--- src/hdl/frame_pkg.sv ---
/*
 frame store geometry and pixel byte order for the dump path
 - one 32-bit memory word holds four 8-bit grayscale pixels
 - word addresses are 19 bits wide, as on the labkit ZBT bank
 - bytes leave the link as lane 0, then 3, 2, 1 of each word
*/
package frame_pkg;

   // one memory word, four pixels packed
   typedef logic [31:0] mem_word_t;

   // one grayscale pixel
   typedef logic [7:0] pixel_t;

   localparam int PIXELS_PER_WORD = 4;

   // word address width of the frame store
   localparam int ADDR_W = 19;

   // byte lane inside a memory word
   typedef logic [1:0] byte_lane_t;

   // lane sent in each slot of a word
   // slot 0 -> bits 7:0, then 31:24, 23:16, 15:8
   function automatic byte_lane_t send_order(input logic [1:0] slot);
      case (slot)
         2'd0:    return 2'd0;
         2'd1:    return 2'd3;
         2'd2:    return 2'd2;
         default: return 2'd1;
      endcase
   endfunction

endpackage

--- src/hdl/uart_pkg.sv ---
/*
 RS-232 framing for the pixel link
 - 8N1 framing, one start bit, eight data bits, one stop bit
 - no parity bit is sent
 - line idles at the stop level
*/
package uart_pkg;

   // start bit pulls the line low
   localparam logic START_LEVEL = 1'b0;

   // stop bit and idle line are high
   localparam logic STOP_LEVEL = 1'b1;

   // data bits per character, lsb first
   localparam int DATA_BITS = 8;

   // transmitter FSM states
   typedef enum logic [1:0] {
      TX_IDLE,
      TX_START,
      TX_DATA,
      TX_STOP
   } tx_state_t;

endpackage

--- src/hdl/frame_dump_top.sv ---
/*
 frame dump over RS-232, reader -> word FIFO -> pixel sender
 - frame store is external, synchronous, one cycle read latency
 - FRAME_WIDTH multiple of 4, FIFO_DEPTH a power of two
 - busy stays high from the save until the last stop bit
*/
`timescale 1ns/1ns

module frame_dump_top import frame_pkg::*; #(
   parameter int FRAME_WIDTH  = 16,
   parameter int FRAME_HEIGHT = 4,
   parameter int CLKS_PER_BIT = 8,
   parameter int FIFO_DEPTH   = 4
) (
   input  logic              clk,
   input  logic              rst_n,
   input  logic              save,
   output logic [ADDR_W-1:0] mem_addr,
   output logic              mem_rd,
   input  mem_word_t         mem_rdata,
   output logic              txd,
   output logic              busy
);

   localparam int LVL_W = $clog2(FIFO_DEPTH + 1);

   mem_word_t        rd_word;
   logic             rd_valid;
   logic             rd_ready;
   mem_word_t        fifo_word;
   logic             fifo_valid;
   logic             fifo_ready;
   logic [LVL_W-1:0] fifo_level;
   logic             scan_done;
   logic             done;

   //////////////////////////////
   // producer
   //////////////////////////////
   frame_reader #(
      .FRAME_WIDTH  (FRAME_WIDTH),
      .FRAME_HEIGHT (FRAME_HEIGHT),
      .FIFO_DEPTH   (FIFO_DEPTH)
   ) u_frame_reader (
      .clk        (clk),
      .rst_n      (rst_n),
      .save       (save),
      .done       (done),
      .mem_addr   (mem_addr),
      .mem_rd     (mem_rd),
      .mem_rdata  (mem_rdata),
      .rd_word    (rd_word),
      .rd_valid   (rd_valid),
      .rd_ready   (rd_ready),
      .fifo_level (fifo_level),
      .scan_done  (scan_done),
      .busy       (busy)
   );

   // buffer, level feeds back for the read credit
   word_fifo #(
      .FIFO_DEPTH (FIFO_DEPTH)
   ) u_word_fifo (
      .clk       (clk),
      .rst_n     (rst_n),
      .in_word   (rd_word),
      .in_valid  (rd_valid),
      .in_ready  (rd_ready),
      .out_word  (fifo_word),
      .out_valid (fifo_valid),
      .out_ready (fifo_ready),
      .level     (fifo_level)
   );

   //////////////////////////////
   // consumer
   //////////////////////////////
   pixel_sender #(
      .CLKS_PER_BIT (CLKS_PER_BIT),
      .FIFO_DEPTH   (FIFO_DEPTH)
   ) u_pixel_sender (
      .clk        (clk),
      .rst_n      (rst_n),
      .fifo_word  (fifo_word),
      .fifo_valid (fifo_valid),
      .fifo_ready (fifo_ready),
      .scan_done  (scan_done),
      .fifo_level (fifo_level),
      .txd        (txd),
      .done       (done)
   );

endmodule

--- src/hdl/frame_reader.sv ---
/*
 scans the locked frame store and pushes memory words downstream
 - memory has a fixed read latency of one cycle
 - reads are issued only while the FIFO has room for them all
 - a save during a dump is ignored, busy ends on the done pulse
 - FRAME_WIDTH must be a multiple of 4
*/
`timescale 1ns/1ns

module frame_reader import frame_pkg::*; #(
   parameter int FRAME_WIDTH  = 16,
   parameter int FRAME_HEIGHT = 4,
   parameter int FIFO_DEPTH   = 4
) (
   input  logic                                 clk,
   input  logic                                 rst_n,
   input  logic                                 save,
   input  logic                                 done,
   output logic [ADDR_W-1:0]                    mem_addr,
   output logic                                 mem_rd,
   input  mem_word_t                            mem_rdata,
   output mem_word_t                            rd_word,
   output logic                                 rd_valid,
   input  logic                                 rd_ready,
   input  logic [$clog2(FIFO_DEPTH + 1)-1:0]    fifo_level,
   output logic                                 scan_done,
   output logic                                 busy
);

   localparam int WORDS_PER_LINE = FRAME_WIDTH / PIXELS_PER_WORD;
   localparam int WORD_W = (WORDS_PER_LINE > 1) ? $clog2(WORDS_PER_LINE) : 1;
   localparam int LINE_W = (FRAME_HEIGHT > 1) ? $clog2(FRAME_HEIGHT) : 1;
   localparam int LVL_W  = $clog2(FIFO_DEPTH + 1);
   localparam int CR_W   = LVL_W + 1;

   logic [WORD_W-1:0] word_idx;
   logic [LINE_W-1:0] line_idx;
   logic              issued_all;
   logic              rd_pend;
   logic [CR_W-1:0]   credit_used;
   logic              last_word;
   logic              last_line;

   //////////////////////////////
   // read credit
   //////////////////////////////

   // words already owed to the FIFO: stored, in flight or held here
   assign credit_used = CR_W'(fifo_level) + CR_W'(rd_pend) + CR_W'(rd_valid);
   assign mem_rd = busy & ~issued_all & (credit_used < CR_W'(FIFO_DEPTH));

   // row times words per line plus column, same as {row, col} for 2^n widths
   assign mem_addr = ADDR_W'(line_idx * WORDS_PER_LINE) + ADDR_W'(word_idx);

   assign last_word = (word_idx == WORD_W'(WORDS_PER_LINE - 1));
   assign last_line = (line_idx == LINE_W'(FRAME_HEIGHT - 1));

   // last word has left this block once nothing is pending or held
   assign scan_done = issued_all & ~rd_pend & ~rd_valid;

   //////////////////////////////
   // frame lock and scan
   //////////////////////////////
   always_ff @(posedge clk or negedge rst_n) begin
      if (!rst_n) begin
         busy       <= 1'b0;
         issued_all <= 1'b0;
         word_idx   <= '0;
         line_idx   <= '0;
      end else if (done) begin
         // frame sent, unlock the store
         busy       <= 1'b0;
         issued_all <= 1'b0;
      end else if (save && !busy) begin
         busy       <= 1'b1;
         issued_all <= 1'b0;
         word_idx   <= '0;
         line_idx   <= '0;
      end else if (mem_rd) begin
         if (last_word) begin
            word_idx <= '0;
            if (last_line)
               issued_all <= 1'b1;
            else
               line_idx <= line_idx + 1'b1;
         end else begin
            word_idx <= word_idx + 1'b1;
         end
      end
   end

   // read return pipeline, data on mem_rdata the cycle after mem_rd
   always_ff @(posedge clk or negedge rst_n) begin
      if (!rst_n) begin
         rd_pend  <= 1'b0;
         rd_valid <= 1'b0;
      end else begin
         rd_pend <= mem_rd;
         if (rd_pend)
            rd_valid <= 1'b1;
         else if (rd_ready)
            rd_valid <= 1'b0;
      end
   end

   // holding register for the returned word
   always_ff @(posedge clk) begin
      if (rd_pend)
         rd_word <= mem_rdata;
   end

endmodule

--- src/hdl/pixel_sender.sv ---
/*
 unpacks buffered words into pixel bytes for the serial link
 - a new word is taken only after its four bytes went to the UART
 - byte order per word follows send_order
 - done pulses once, after the last stop bit of the frame
*/
`timescale 1ns/1ns

module pixel_sender import frame_pkg::*; #(
   parameter int CLKS_PER_BIT = 8,
   parameter int FIFO_DEPTH   = 4
) (
   input  logic                              clk,
   input  logic                              rst_n,
   input  mem_word_t                         fifo_word,
   input  logic                              fifo_valid,
   output logic                              fifo_ready,
   input  logic                              scan_done,
   input  logic [$clog2(FIFO_DEPTH + 1)-1:0] fifo_level,
   output logic                              txd,
   output logic                              done
);

   mem_word_t  word_reg;
   logic       have_word;
   logic [1:0] slot;
   pixel_t     tx_byte;
   logic       tx_valid;
   logic       tx_ready;
   logic       tx_idle;
   logic       last_slot;
   logic       frame_empty;

   // word register free once all bytes are handed over
   assign fifo_ready = ~have_word;
   assign tx_valid   = have_word;

   // lane picked by the slot, times 8 for the bit offset
   assign tx_byte   = word_reg[{send_order(slot), 3'b000} +: 8];
   assign last_slot = (slot == 2'(PIXELS_PER_WORD - 1));

   // nothing left anywhere and the line has gone quiet
   assign frame_empty = scan_done & (fifo_level == '0) & ~have_word & tx_idle;

   always_ff @(posedge clk or negedge rst_n) begin
      if (!rst_n) begin
         have_word <= 1'b0;
         slot      <= '0;
         done      <= 1'b0;
      end else begin
         if (fifo_valid && fifo_ready) begin
            have_word <= 1'b1;
            slot      <= '0;
         end else if (tx_valid && tx_ready) begin
            if (last_slot)
               have_word <= 1'b0;
            else
               slot <= slot + 1'b1;
         end
         // one cycle pulse, the reader drops scan_done right after
         done <= frame_empty & ~done;
      end
   end

   always_ff @(posedge clk) begin
      if (fifo_valid && fifo_ready)
         word_reg <= fifo_word;
   end

   uart_tx #(
      .CLKS_PER_BIT (CLKS_PER_BIT)
   ) u_uart_tx (
      .clk      (clk),
      .rst_n    (rst_n),
      .tx_byte  (tx_byte),
      .tx_valid (tx_valid),
      .tx_ready (tx_ready),
      .txd      (txd),
      .tx_idle  (tx_idle)
   );

endmodule

--- src/hdl/uart_tx.sv ---
/*
 RS-232 transmitter, one byte at a time, 8N1
 - every bit lasts exactly CLKS_PER_BIT clocks
 - txd drops to the start level the cycle after a byte is accepted
 - tx_ready comes back at the end of the stop bit
*/
`timescale 1ns/1ns

module uart_tx import frame_pkg::*, uart_pkg::*; #(
   parameter int CLKS_PER_BIT = 8
) (
   input  logic   clk,
   input  logic   rst_n,
   input  pixel_t tx_byte,
   input  logic   tx_valid,
   output logic   tx_ready,
   output logic   txd,
   output logic   tx_idle
);

   localparam int TMR_W = (CLKS_PER_BIT > 1) ? $clog2(CLKS_PER_BIT) : 1;
   localparam int IDX_W = $clog2(DATA_BITS);

   tx_state_t        state;
   logic [TMR_W-1:0] bit_timer;
   logic [IDX_W-1:0] bit_idx;
   pixel_t           shift_reg;
   logic             bit_end;
   logic             load;

   assign bit_end = (bit_timer == TMR_W'(CLKS_PER_BIT - 1));
   assign load    = tx_valid & tx_ready;
   assign tx_idle = (state == TX_IDLE);

   always_ff @(posedge clk or negedge rst_n) begin
      if (!rst_n) begin
         state     <= TX_IDLE;
         bit_timer <= '0;
         bit_idx   <= '0;
         txd       <= STOP_LEVEL;
         tx_ready  <= 1'b1;
      end else begin
         // bit timer runs in every state but idle
         if (state == TX_IDLE || bit_end)
            bit_timer <= '0;
         else
            bit_timer <= bit_timer + 1'b1;
         case (state)
            TX_IDLE: if (load) begin
               state    <= TX_START;
               txd      <= START_LEVEL;
               tx_ready <= 1'b0;
            end
            TX_START: if (bit_end) begin
               state   <= TX_DATA;
               txd     <= shift_reg[0];
               bit_idx <= '0;
            end
            TX_DATA: if (bit_end) begin
               if (bit_idx == IDX_W'(DATA_BITS - 1)) begin
                  state <= TX_STOP;
                  txd   <= STOP_LEVEL;
               end else begin
                  bit_idx <= bit_idx + 1'b1;
                  txd     <= shift_reg[0];
               end
            end
            default: if (bit_end) begin
               state    <= TX_IDLE;
               tx_ready <= 1'b1;
            end
         endcase
      end
   end

   // lsb first, shift on every bit boundary before the stop bit
   always_ff @(posedge clk) begin
      if (load)
         shift_reg <= tx_byte;
      else if (bit_end && (state == TX_START || state == TX_DATA))
         shift_reg <= shift_reg >> 1;
   end

endmodule

--- src/hdl/word_fifo.sv ---
/*
 word buffer between the frame reader and the pixel sender
 - FIFO_DEPTH is a power of two, at least 2
 - head word sits in an output register, level counts it too
 - a pushed word shows on out_valid one cycle later at the earliest
*/
`timescale 1ns/1ns

module word_fifo import frame_pkg::*; #(
   parameter int FIFO_DEPTH = 4
) (
   input  logic                              clk,
   input  logic                              rst_n,
   input  mem_word_t                         in_word,
   input  logic                              in_valid,
   output logic                              in_ready,
   output mem_word_t                         out_word,
   output logic                              out_valid,
   input  logic                              out_ready,
   output logic [$clog2(FIFO_DEPTH + 1)-1:0] level
);

   localparam int PTR_W = $clog2(FIFO_DEPTH);
   localparam int LVL_W = $clog2(FIFO_DEPTH + 1);

   mem_word_t        mem [FIFO_DEPTH];
   logic [PTR_W-1:0] wr_ptr;
   logic [PTR_W-1:0] rd_ptr;
   logic             full;
   logic             push;
   logic             pop;
   logic             mem_empty;
   logic             load_out;
   logic             from_mem;
   logic             to_mem;

   assign full     = (level == LVL_W'(FIFO_DEPTH));
   assign in_ready = ~full;
   assign push     = in_valid & in_ready;
   assign pop      = out_valid & out_ready;

   // array holds at most depth-1 words, equal pointers mean empty
   assign mem_empty = (wr_ptr == rd_ptr);

   // output register free this cycle
   assign load_out = ~out_valid | pop;
   assign from_mem = load_out & ~mem_empty;
   // push goes straight to the output when nothing waits ahead of it
   assign to_mem   = push & ~(load_out & mem_empty);

   always_ff @(posedge clk or negedge rst_n) begin
      if (!rst_n) begin
         wr_ptr    <= '0;
         rd_ptr    <= '0;
         out_valid <= 1'b0;
         level     <= '0;
      end else begin
         if (to_mem)
            wr_ptr <= wr_ptr + 1'b1;
         if (from_mem)
            rd_ptr <= rd_ptr + 1'b1;
         if (load_out)
            out_valid <= from_mem | push;
         level <= level + LVL_W'(push) - LVL_W'(pop);
      end
   end

   // storage and head register
   always_ff @(posedge clk) begin
      if (to_mem)
         mem[wr_ptr] <= in_word;
      if (from_mem)
         out_word <= mem[rd_ptr];
      else if (load_out && push)
         out_word <= in_word;
   end

endmodule

--- config.mk ---
export PLATFORM = sky130hd
export DESIGN_NAME = frame_dump_top
export DESIGN_NICKNAME = d
export VERILOG_FILES = /design/src/hdl/frame_pkg.sv /design/src/hdl/uart_pkg.sv /design/src/hdl/frame_dump_top.sv /design/src/hdl/frame_reader.sv /design/src/hdl/pixel_sender.sv /design/src/hdl/uart_tx.sv /design/src/hdl/word_fifo.sv
export SDC_FILE = /design/constraint.sdc
export NUM_CORES = 1
export LEC_CHECK = 0
export BUFFER_PORTS_ARGS = -buffer_cell sky130_fd_sc_hd__buf_2
export CAP_MARGIN = 0
export CELL_PAD_IN_SITES_DETAIL_PLACEMENT = 0
export CELL_PAD_IN_SITES_GLOBAL_PLACEMENT = 1
export CORE_ASPECT_RATIO = 0.5
export CORE_MARGIN = 5
export CORE_UTILIZATION = 37
export DETAILED_ROUTE_END_ITERATION = 6
export PLACE_DENSITY = 0.57
export SKIP_CTS_REPAIR_TIMING = 1
export SYNTH_ARGS = -nofsm -noshare
export SYNTH_HDL_FRONTEND = slang
export SYNTH_HIERARCHICAL = 1
export SYNTH_SLANG_ARGS = --single-unit
--- constraint.sdc ---
create_clock -name clk -period 4.3 [get_ports clk]
set_input_delay 0.645 -clock clk [delete_from_list [all_inputs] [get_ports clk]]
set_output_delay 0.645 -clock clk [all_outputs]
set_load 0.02 [all_outputs]
==> results of run 1 <==
==> final timing paths <==
path                                                         start                                    end  slack (ns)  cells past startpoint
worst max-delay path              u_frame_reader/rd_pend$_DFF_PN0_                                 mem_rd        1.22                      3
worst min-delay path                                         rst_n      u_word_fifo/wr_ptr[1]$_DFFE_PN0P_        0.16                      1
worst max register to register      u_word_fifo/level[1]$_DFF_PN0_         u_word_fifo/level[2]$_DFF_PN0_        1.81                     10
worst min register to register  u_word_fifo/out_word[22]$_DFFE_PP_  u_pixel_sender/word_reg[22]$_DFFE_PP_        0.42                      0
max in group asynchronous                                    rst_n      u_word_fifo/rd_ptr[0]$_DFFE_PN0N_        3.64                      1
min in group clk                                      mem_rdata[9]    u_frame_reader/rd_word[9]$_DFFE_PP_        0.28                      1
==> power by group <==
group / switching (mW) / total (mW) / internal, mW / leakage (nW)
Combinational: 0.682 / 1.26 / 0.576 / 1.32
Clock: 0.941 / 2.27 / 1.33 / 0.413
Sequential: 0.302 / 3.71 / 3.40 / 2.46
Total: 1.93 / 7.24 / 5.31 / 4.20
==> final cells by class <==
class,count,share of cell area
Sequential cell,262,0.644
Multi-Input combinational cell,217,0.216
Clock buffer,27,0.0536
Tap cell,382,0.0399
Timing Repair Buffer,50,0.0228
Clock inverter,19,0.0183
Inverter,16,0.00501
==> cells in the mapped netlist, drive strengths merged (2+ instances only) <==
cell     count
a31oi        3
mux2        41
edfxtp     232
a22o         4
nand2b       3
nor2b        5
dfrtp       28
nand3        2
xnor2        5
buf         28
a21o         3
mux4        40
or3b         2
nor2         5
nand4        2
dfstp        2
clkbuf       4
a21oi        3
a311oi       2
ha          20
a221oi       2
o21ai       10
nor3b        4
inv         16
nor3         4
a22oi        2
and2         6
mux2i        2
nand4bb      3
nand2       14
==> cells by family after synthesis <==
| family | share of synthesized area |
|---|---|
| AOI/OAI and AO/OA | 0.0302 |
| adders and majority gates | 0.0256 |
| and+or+nand+nor | 0.0318 |
| other | 0.000355 |
| DFF | 0.731 |
| buffers and inverters | 0.0295 |
| muxes | 0.146 |
| xor gates and xnor gates | 0.00557 |
==> per-layer routing <==
metal | track usage | vias to the layer above
met3 | 0.0275 | 24
li1 | - | 2177
met5 | 0 | -
met2 | 0.178 | 65
met1 | 0.169 | 2403
met4 | 0.0243 | 0
==> critical path, stage by stage (launching register included) <==
cell	delay, ns
dfrtp_2	0.73
a21o_1	0.32
a2111oi_4	0.58
buf_2	0.27
==> through the flow <==
| stage | power (mW) | setup WS (ns) | utilization | hold WS (ns) | cells |
|---|---|---|---|---|---|
| 6_report | 7.24 | 1.22 | 0.429 | 0.159 | 973 |
| 5_1_grt | 7.63 | 1.03 | 0.429 | 0.208 | 973 |
| 4_1_cts | 7.38 | 1.12 | 0.429 | 0.175 | 973 |
| 3_5_place_dp | 5.07 | 1.71 | 0.398 | 0.406 | 927 |
| 3_3_place_gp | 5.04 | 1.76 | 0.398 | 0.405 | 927 |
| 2_1_floorplan | 4.64 | 1.35 | - | 0.349 | 527 |
==> reports/qor.txt, run 1 <==
Most area-hungry cell type in the Yosys netlist: edfxtp_1
RSZ-0062 raised after global routing: no
CP Capture Type: primary output
Top routing layer in use: met4
Core Footprint: 27,900 µm²
Post-synthesis sequential area ratio: 0.731
Max Fclk: 325 MHz
Final Slew Violations: 0
Peak supply drop: 0.317 mV
Num ports: 57
Post-synth top area share: 0.660
Global-route wire length before repair: 29,000 µm
WL met2: 8240 µm
EDFF count, synth: 232
Post-DP HPWL: 10,500 µm
Skew-Pair Late Insertion Delay: 0.54 ns
Worst Hold Class: input port to asynchronous set/reset pin
Most flops, register: u_word_fifo/mem
Largest net degree at the start of global routing: 36
Actual slew at the worst max-slew pin: 0.927 ns
Mapped Cells: 513
Average routed wire per standard cell: 18.9 µm
Yosys reg bits: 262
Clock slew seen by the registers of the worst setup and hold paths: 0.07 ns
Initial DRC Count: 216
Nets: 628
Power Density: 604 nW/µm²
Syn avg cell area: 20.6 µm²
Setup TNS: 0 ns
Initial antenna violation count: 0
Final Hold Viols: 0
Worst rel slew slack: 0.382
Time the worst path needs with I/O delays and setup: 3.08 ns
Final setup fails: 0
Total GRT Usage: 0.115
Startpoint types: flop
Clock Sinks: 262
Status: finished clean
Final ANT Viol Nets: 0
Mapped Area: 10,600 µm²
Initial Util: 0.378
DRC Markers: 0
Fraction of layout cells with a size suffix above 1: 0.257
Layout area overhead: 13.6%
Footprint of the multi-input gates: 2590 µm²
Most frequent cells in the layout: edfxtp_1 (232), buf_2 (41), mux4_1 (38)
Critical-path maximum fanout: 35
Number of flip-flops in the largest register: 128
Vias in the first global route: 4,882
Commonest non-fill, non-tap cell in the layout: edfxtp_1
Sequential cell area: 7720 µm²
TritonCTS clock tree: done
Met3 routed WL: 697 µm
Rows: 43
WS Path Type: flop to primary output
Grt total ovfl: 0
Synth top area cells: edfxtp_1 (66%), mux4_1 (9.5%), dfrtp_1 (6.6%), mux2_2 (3.8%), ha_1 (2.4%)
Die Y-Extent: 129 µm
Clock Tree Buf Depth: 3
Dominant synthesized flop cell: edfxtp_1
Unique masters post-synth: 58
1st-pass router iterations: 4
FILL cells: 2,428
FFs w/ async S/R, synth: 0.115
Die area: 32,200 µm²
Vias: 4,669
Yosys warns: 6
Static Leak: 4.20 nW
Post-Place Cell Area: 11,100 µm²
Period Utilization, post-route: 0.716
# port buffers: 41
Final wirelength: 18,400 µm
Die Width: 249 µm
H-tree depth: 1
Ant diodes: 0
RD Place Congestion: 0.688
CP Data Arrival Time: 2.43 ns
WL met1: 9160 µm
Skew final: 0.0121 ns
CTS root buf: clkbuf_16
Worst EP required: 3.65 ns
Vias per cell: 4.80
Max Cap Viol: 0
Final Cell Area: 12,000 µm²
CTS buffer count: 25
(Power assumes the default switching activity.)
==> run 2: changes to the inputs <==
--- a/config.mk
+++ b/config.mk
@@ -5,6 +5,7 @@
 export SDC_FILE = /design/constraint.sdc
 export NUM_CORES = 1
 export LEC_CHECK = 0
+export ABC_AREA = 1
 export BUFFER_PORTS_ARGS = -buffer_cell sky130_fd_sc_hd__buf_2
 export CAP_MARGIN = 0
 export CELL_PAD_IN_SITES_DETAIL_PLACEMENT = 0
@@ -13,7 +14,7 @@
 export CORE_MARGIN = 5
 export CORE_UTILIZATION = 37
 export DETAILED_ROUTE_END_ITERATION = 6
-export PLACE_DENSITY = 0.57
+export PLACE_DENSITY = 0.62
 export SKIP_CTS_REPAIR_TIMING = 1
 export SYNTH_ARGS = -nofsm -noshare
 export SYNTH_HDL_FRONTEND = slang
==> constraint.sdc (replaced) <==
create_clock -name clk -period 3 [get_ports clk]
set_input_delay 0.45 -clock clk [delete_from_list [all_inputs] [get_ports clk]]
set_output_delay 0.45 -clock clk [all_outputs]
set_load 0.02 [all_outputs]
==> run 2 against run 1 <==
  * The run now ends with negative hold slack left
  * Clock power is 41% higher
  * Largest power group unchanged
  * Synthesized area grew 8.3%
  * Die area rose by 7.8%
==> reports/qor.txt, run 2 <==
Initial DRC Count: 476
H-tree depth: 1
Clock Sinks: 262
Post-synth top area share: 0.610
EDFF count, synth: 232
Skew final: 0.0213 ns
Setup TNS: 0 ns
Post-Place Cell Area: 12,000 µm²
Post-synthesis sequential area ratio: 0.676
1st-pass router iterations: 5
Power Density: 973 nW/µm²
Actual slew at the worst max-slew pin: 0.829 ns
Global-route wire length before repair: 37,900 µm
Nets: 1,159
Yosys reg bits: 262
Final Slew Violations: 0
RSZ-0062 raised after global routing: no
Clock slew seen by the registers of the worst setup and hold paths: 0.06 ns
CTS buffer count: 26
Average routed wire per standard cell: 15.7 µm
Most flops, register: u_word_fifo/mem
Time the worst path needs with I/O delays and setup: 2.29 ns
Syn avg cell area: 10.8 µm²
Final Hold Viols: 28
FFs w/ async S/R, synth: 0.115
Static Leak: 5.66 nW
Ant diodes: 0
Worst Hold Class: input port to asynchronous set/reset pin
Crit path setup slack, layout: 0.714 ns
Die Y-Extent: 134 µm
WS Path Type: flop to primary output
Grt total ovfl: 0
Max Cap Viol: 0
TritonCTS clock tree: done
Peak supply drop: 0.648 mV
RD Place Congestion: 0.761
Most frequent cell after synthesis: nand2_1
Hold slack final: -0.0370 ns
Initial Util: 0.376
Final wirelength: 24,000 µm
Place WS: 0.889 ns
Total GRT Usage: 0.140
Final ANT Viol Nets: 0
CP Data Arrival Time: 1.84 ns
CTS root buf: clkbuf_16
Number of flip-flops in the largest register: 128
Die area: 34,700 µm²
Most area-hungry cell type in the Yosys netlist: edfxtp_1
Fraction of layout cells with a size suffix above 1: 0.123
Worst EP required: 2.55 ns
Mapped Cells: 1,054
Worst rel slew slack: 0.447
Final setup fails: 0
Dominant synthesized flop cell: edfxtp_1
Synth top cells by count: nand2_1 (319), edfxtp_1 (232), inv_1 (202)
Clock Tree Buf Depth: 3
DRC Markers: 0
Placed insts: 1,474
Skew-Pair Late Insertion Delay: 0.54 ns
Vias: 6,851
Commonest non-fill, non-tap cell in the layout: nand2_1
Period Utilization, post-route: 0.762
Max Fclk: 437 MHz
Critical-path maximum fanout: 15
Initial antenna violation count: 0
Yosys warns: 6
Rows: 45
Die Width: 259 µm
# port buffers: 41
Vias per cell: 4.50
Most frequent cells in the layout: nand2_1 (319), edfxtp_1 (232), inv_1 (202)
Status: complete, but fails checks
Layout area overhead: 12.2%
Startpoint types: flop
Synth top area cells: edfxtp_1 (61%), nand2_1 (10%), inv_1 (6.6%), dfrtp_1 (6.1%), nand3_1 (5.4%)
Final Cell Area: 12,800 µm²
CP Capture Type: primary output
Unique masters post-synth: 33
Core Footprint: 30,400 µm²
FILL cells: 2,877
Largest net degree at the start of global routing: 67
Mapped Area: 11,400 µm²
Failing checks: negative hold slack
Fin cells: 1,522
Vias in the first global route: 6,545
Post-DP HPWL: 15,000 µm
Num ports: 57
run 2: cell types whose count changed after synthesis, sizes merged, moves of 5 or more:
cell   previous run  this run
mux4             40         0
inv              16       207
mux2             41         7
buf              28        40
nand3             2       126
nor2              5        24
nand2            14       334
nor2b             5         0
and2              6         0
run 2: routing by layer:
layer	vias up	share of wire	track usage
li1	3439	-	-
met1	3213	0.51	0.215
met2	169	0.42	0.205
met3	30	0.060	0.0288
met4	0	0.017	0.0289
met5	-	0	0
run 2: critical path, cell delays in order (launching register included):
cell	delay (ns)
dfrtp_2	0.72
nand2_1	0.10
nand2_1	0.10
nand2_2	0.07
nand2_4	0.10
inv_1	0.06
buf_2	0.16
run 2: cell families (layout without fill, tap and decap cells):
kind of cell | count (synthesis) | count (layout) | share of synthesized area
and+or+nand+nor | 493 | 493 | 0.188
DFF | 262 | 262 | 0.676
buffers and inverters | 256 | 311 | 0.0970
adders and majority gates | 21 | 21 | 0.0237
AOI/OAI and AO/OA | 11 | 11 | 0.00602
muxes | 7 | 7 | 0.00690
xor gates and xnor gates | 3 | 3 | 0.00230
other | 1 | 15 | 0.000328
run 2: path summary, 6_finish.rpt:
kind / depth (start not counted) / startpoint / end / slack [ns]
worst min-delay path: 1 / rst_n / u_word_fifo/rd_ptr[1]$_DFFE_PN0N_ / -0.04
worst max register to register: 7 / u_pixel_sender/have_word$_DFFE_PN0P_ / u_word_fifo/mem[0][15]$_DFFE_PP_ / 0.89
worst min register to register: 0 / u_word_fifo/out_word[17]$_DFFE_PP_ / u_pixel_sender/word_reg[17]$_DFFE_PP_ / 0.42
min in group clk: 1 / mem_rdata[4] / u_frame_reader/rd_word[4]$_DFFE_PP_ / 0.08
worst max-delay path: 6 / u_frame_reader/rd_pend$_DFF_PN0_ / mem_rd / 0.71
max in group asynchronous: 1 / rst_n / u_frame_reader/rd_pend$_DFF_PN0_ / 2.51
run 2: final cells by class:
type                    count  area [µm²]  share of cell area
clock inverters            15         133              0.0103
flip-flops and latches    262        7720               0.603
inverters                 208         783              0.0611
clock buffers              33         707              0.0552
well taps                 399         499              0.0390
repair buffers             55         310              0.0242
multi-input cells         550        2660               0.208
run 2: through the flow:
stage | total power [mW] | hold WS, ns | utilization
CTS | 12.7 | -0.0205 | 0.421
finish | 12.5 | -0.0370 | 0.421
floorplan | 8.21 | 0.154 | -
global placement | 9.33 | 0.405 | 0.394
detailed placement | 9.40 | 0.408 | 0.394
global route | 13.3 | 0.0218 | 0.421
run 2: power by group:
group	switching, mW	internal, mW	leakage (nW)
combinational	2.37	0.917	2.76
sequential	0.604	5.39	2.48
clock	1.36	1.84	0.415
total	4.33	8.14	5.66
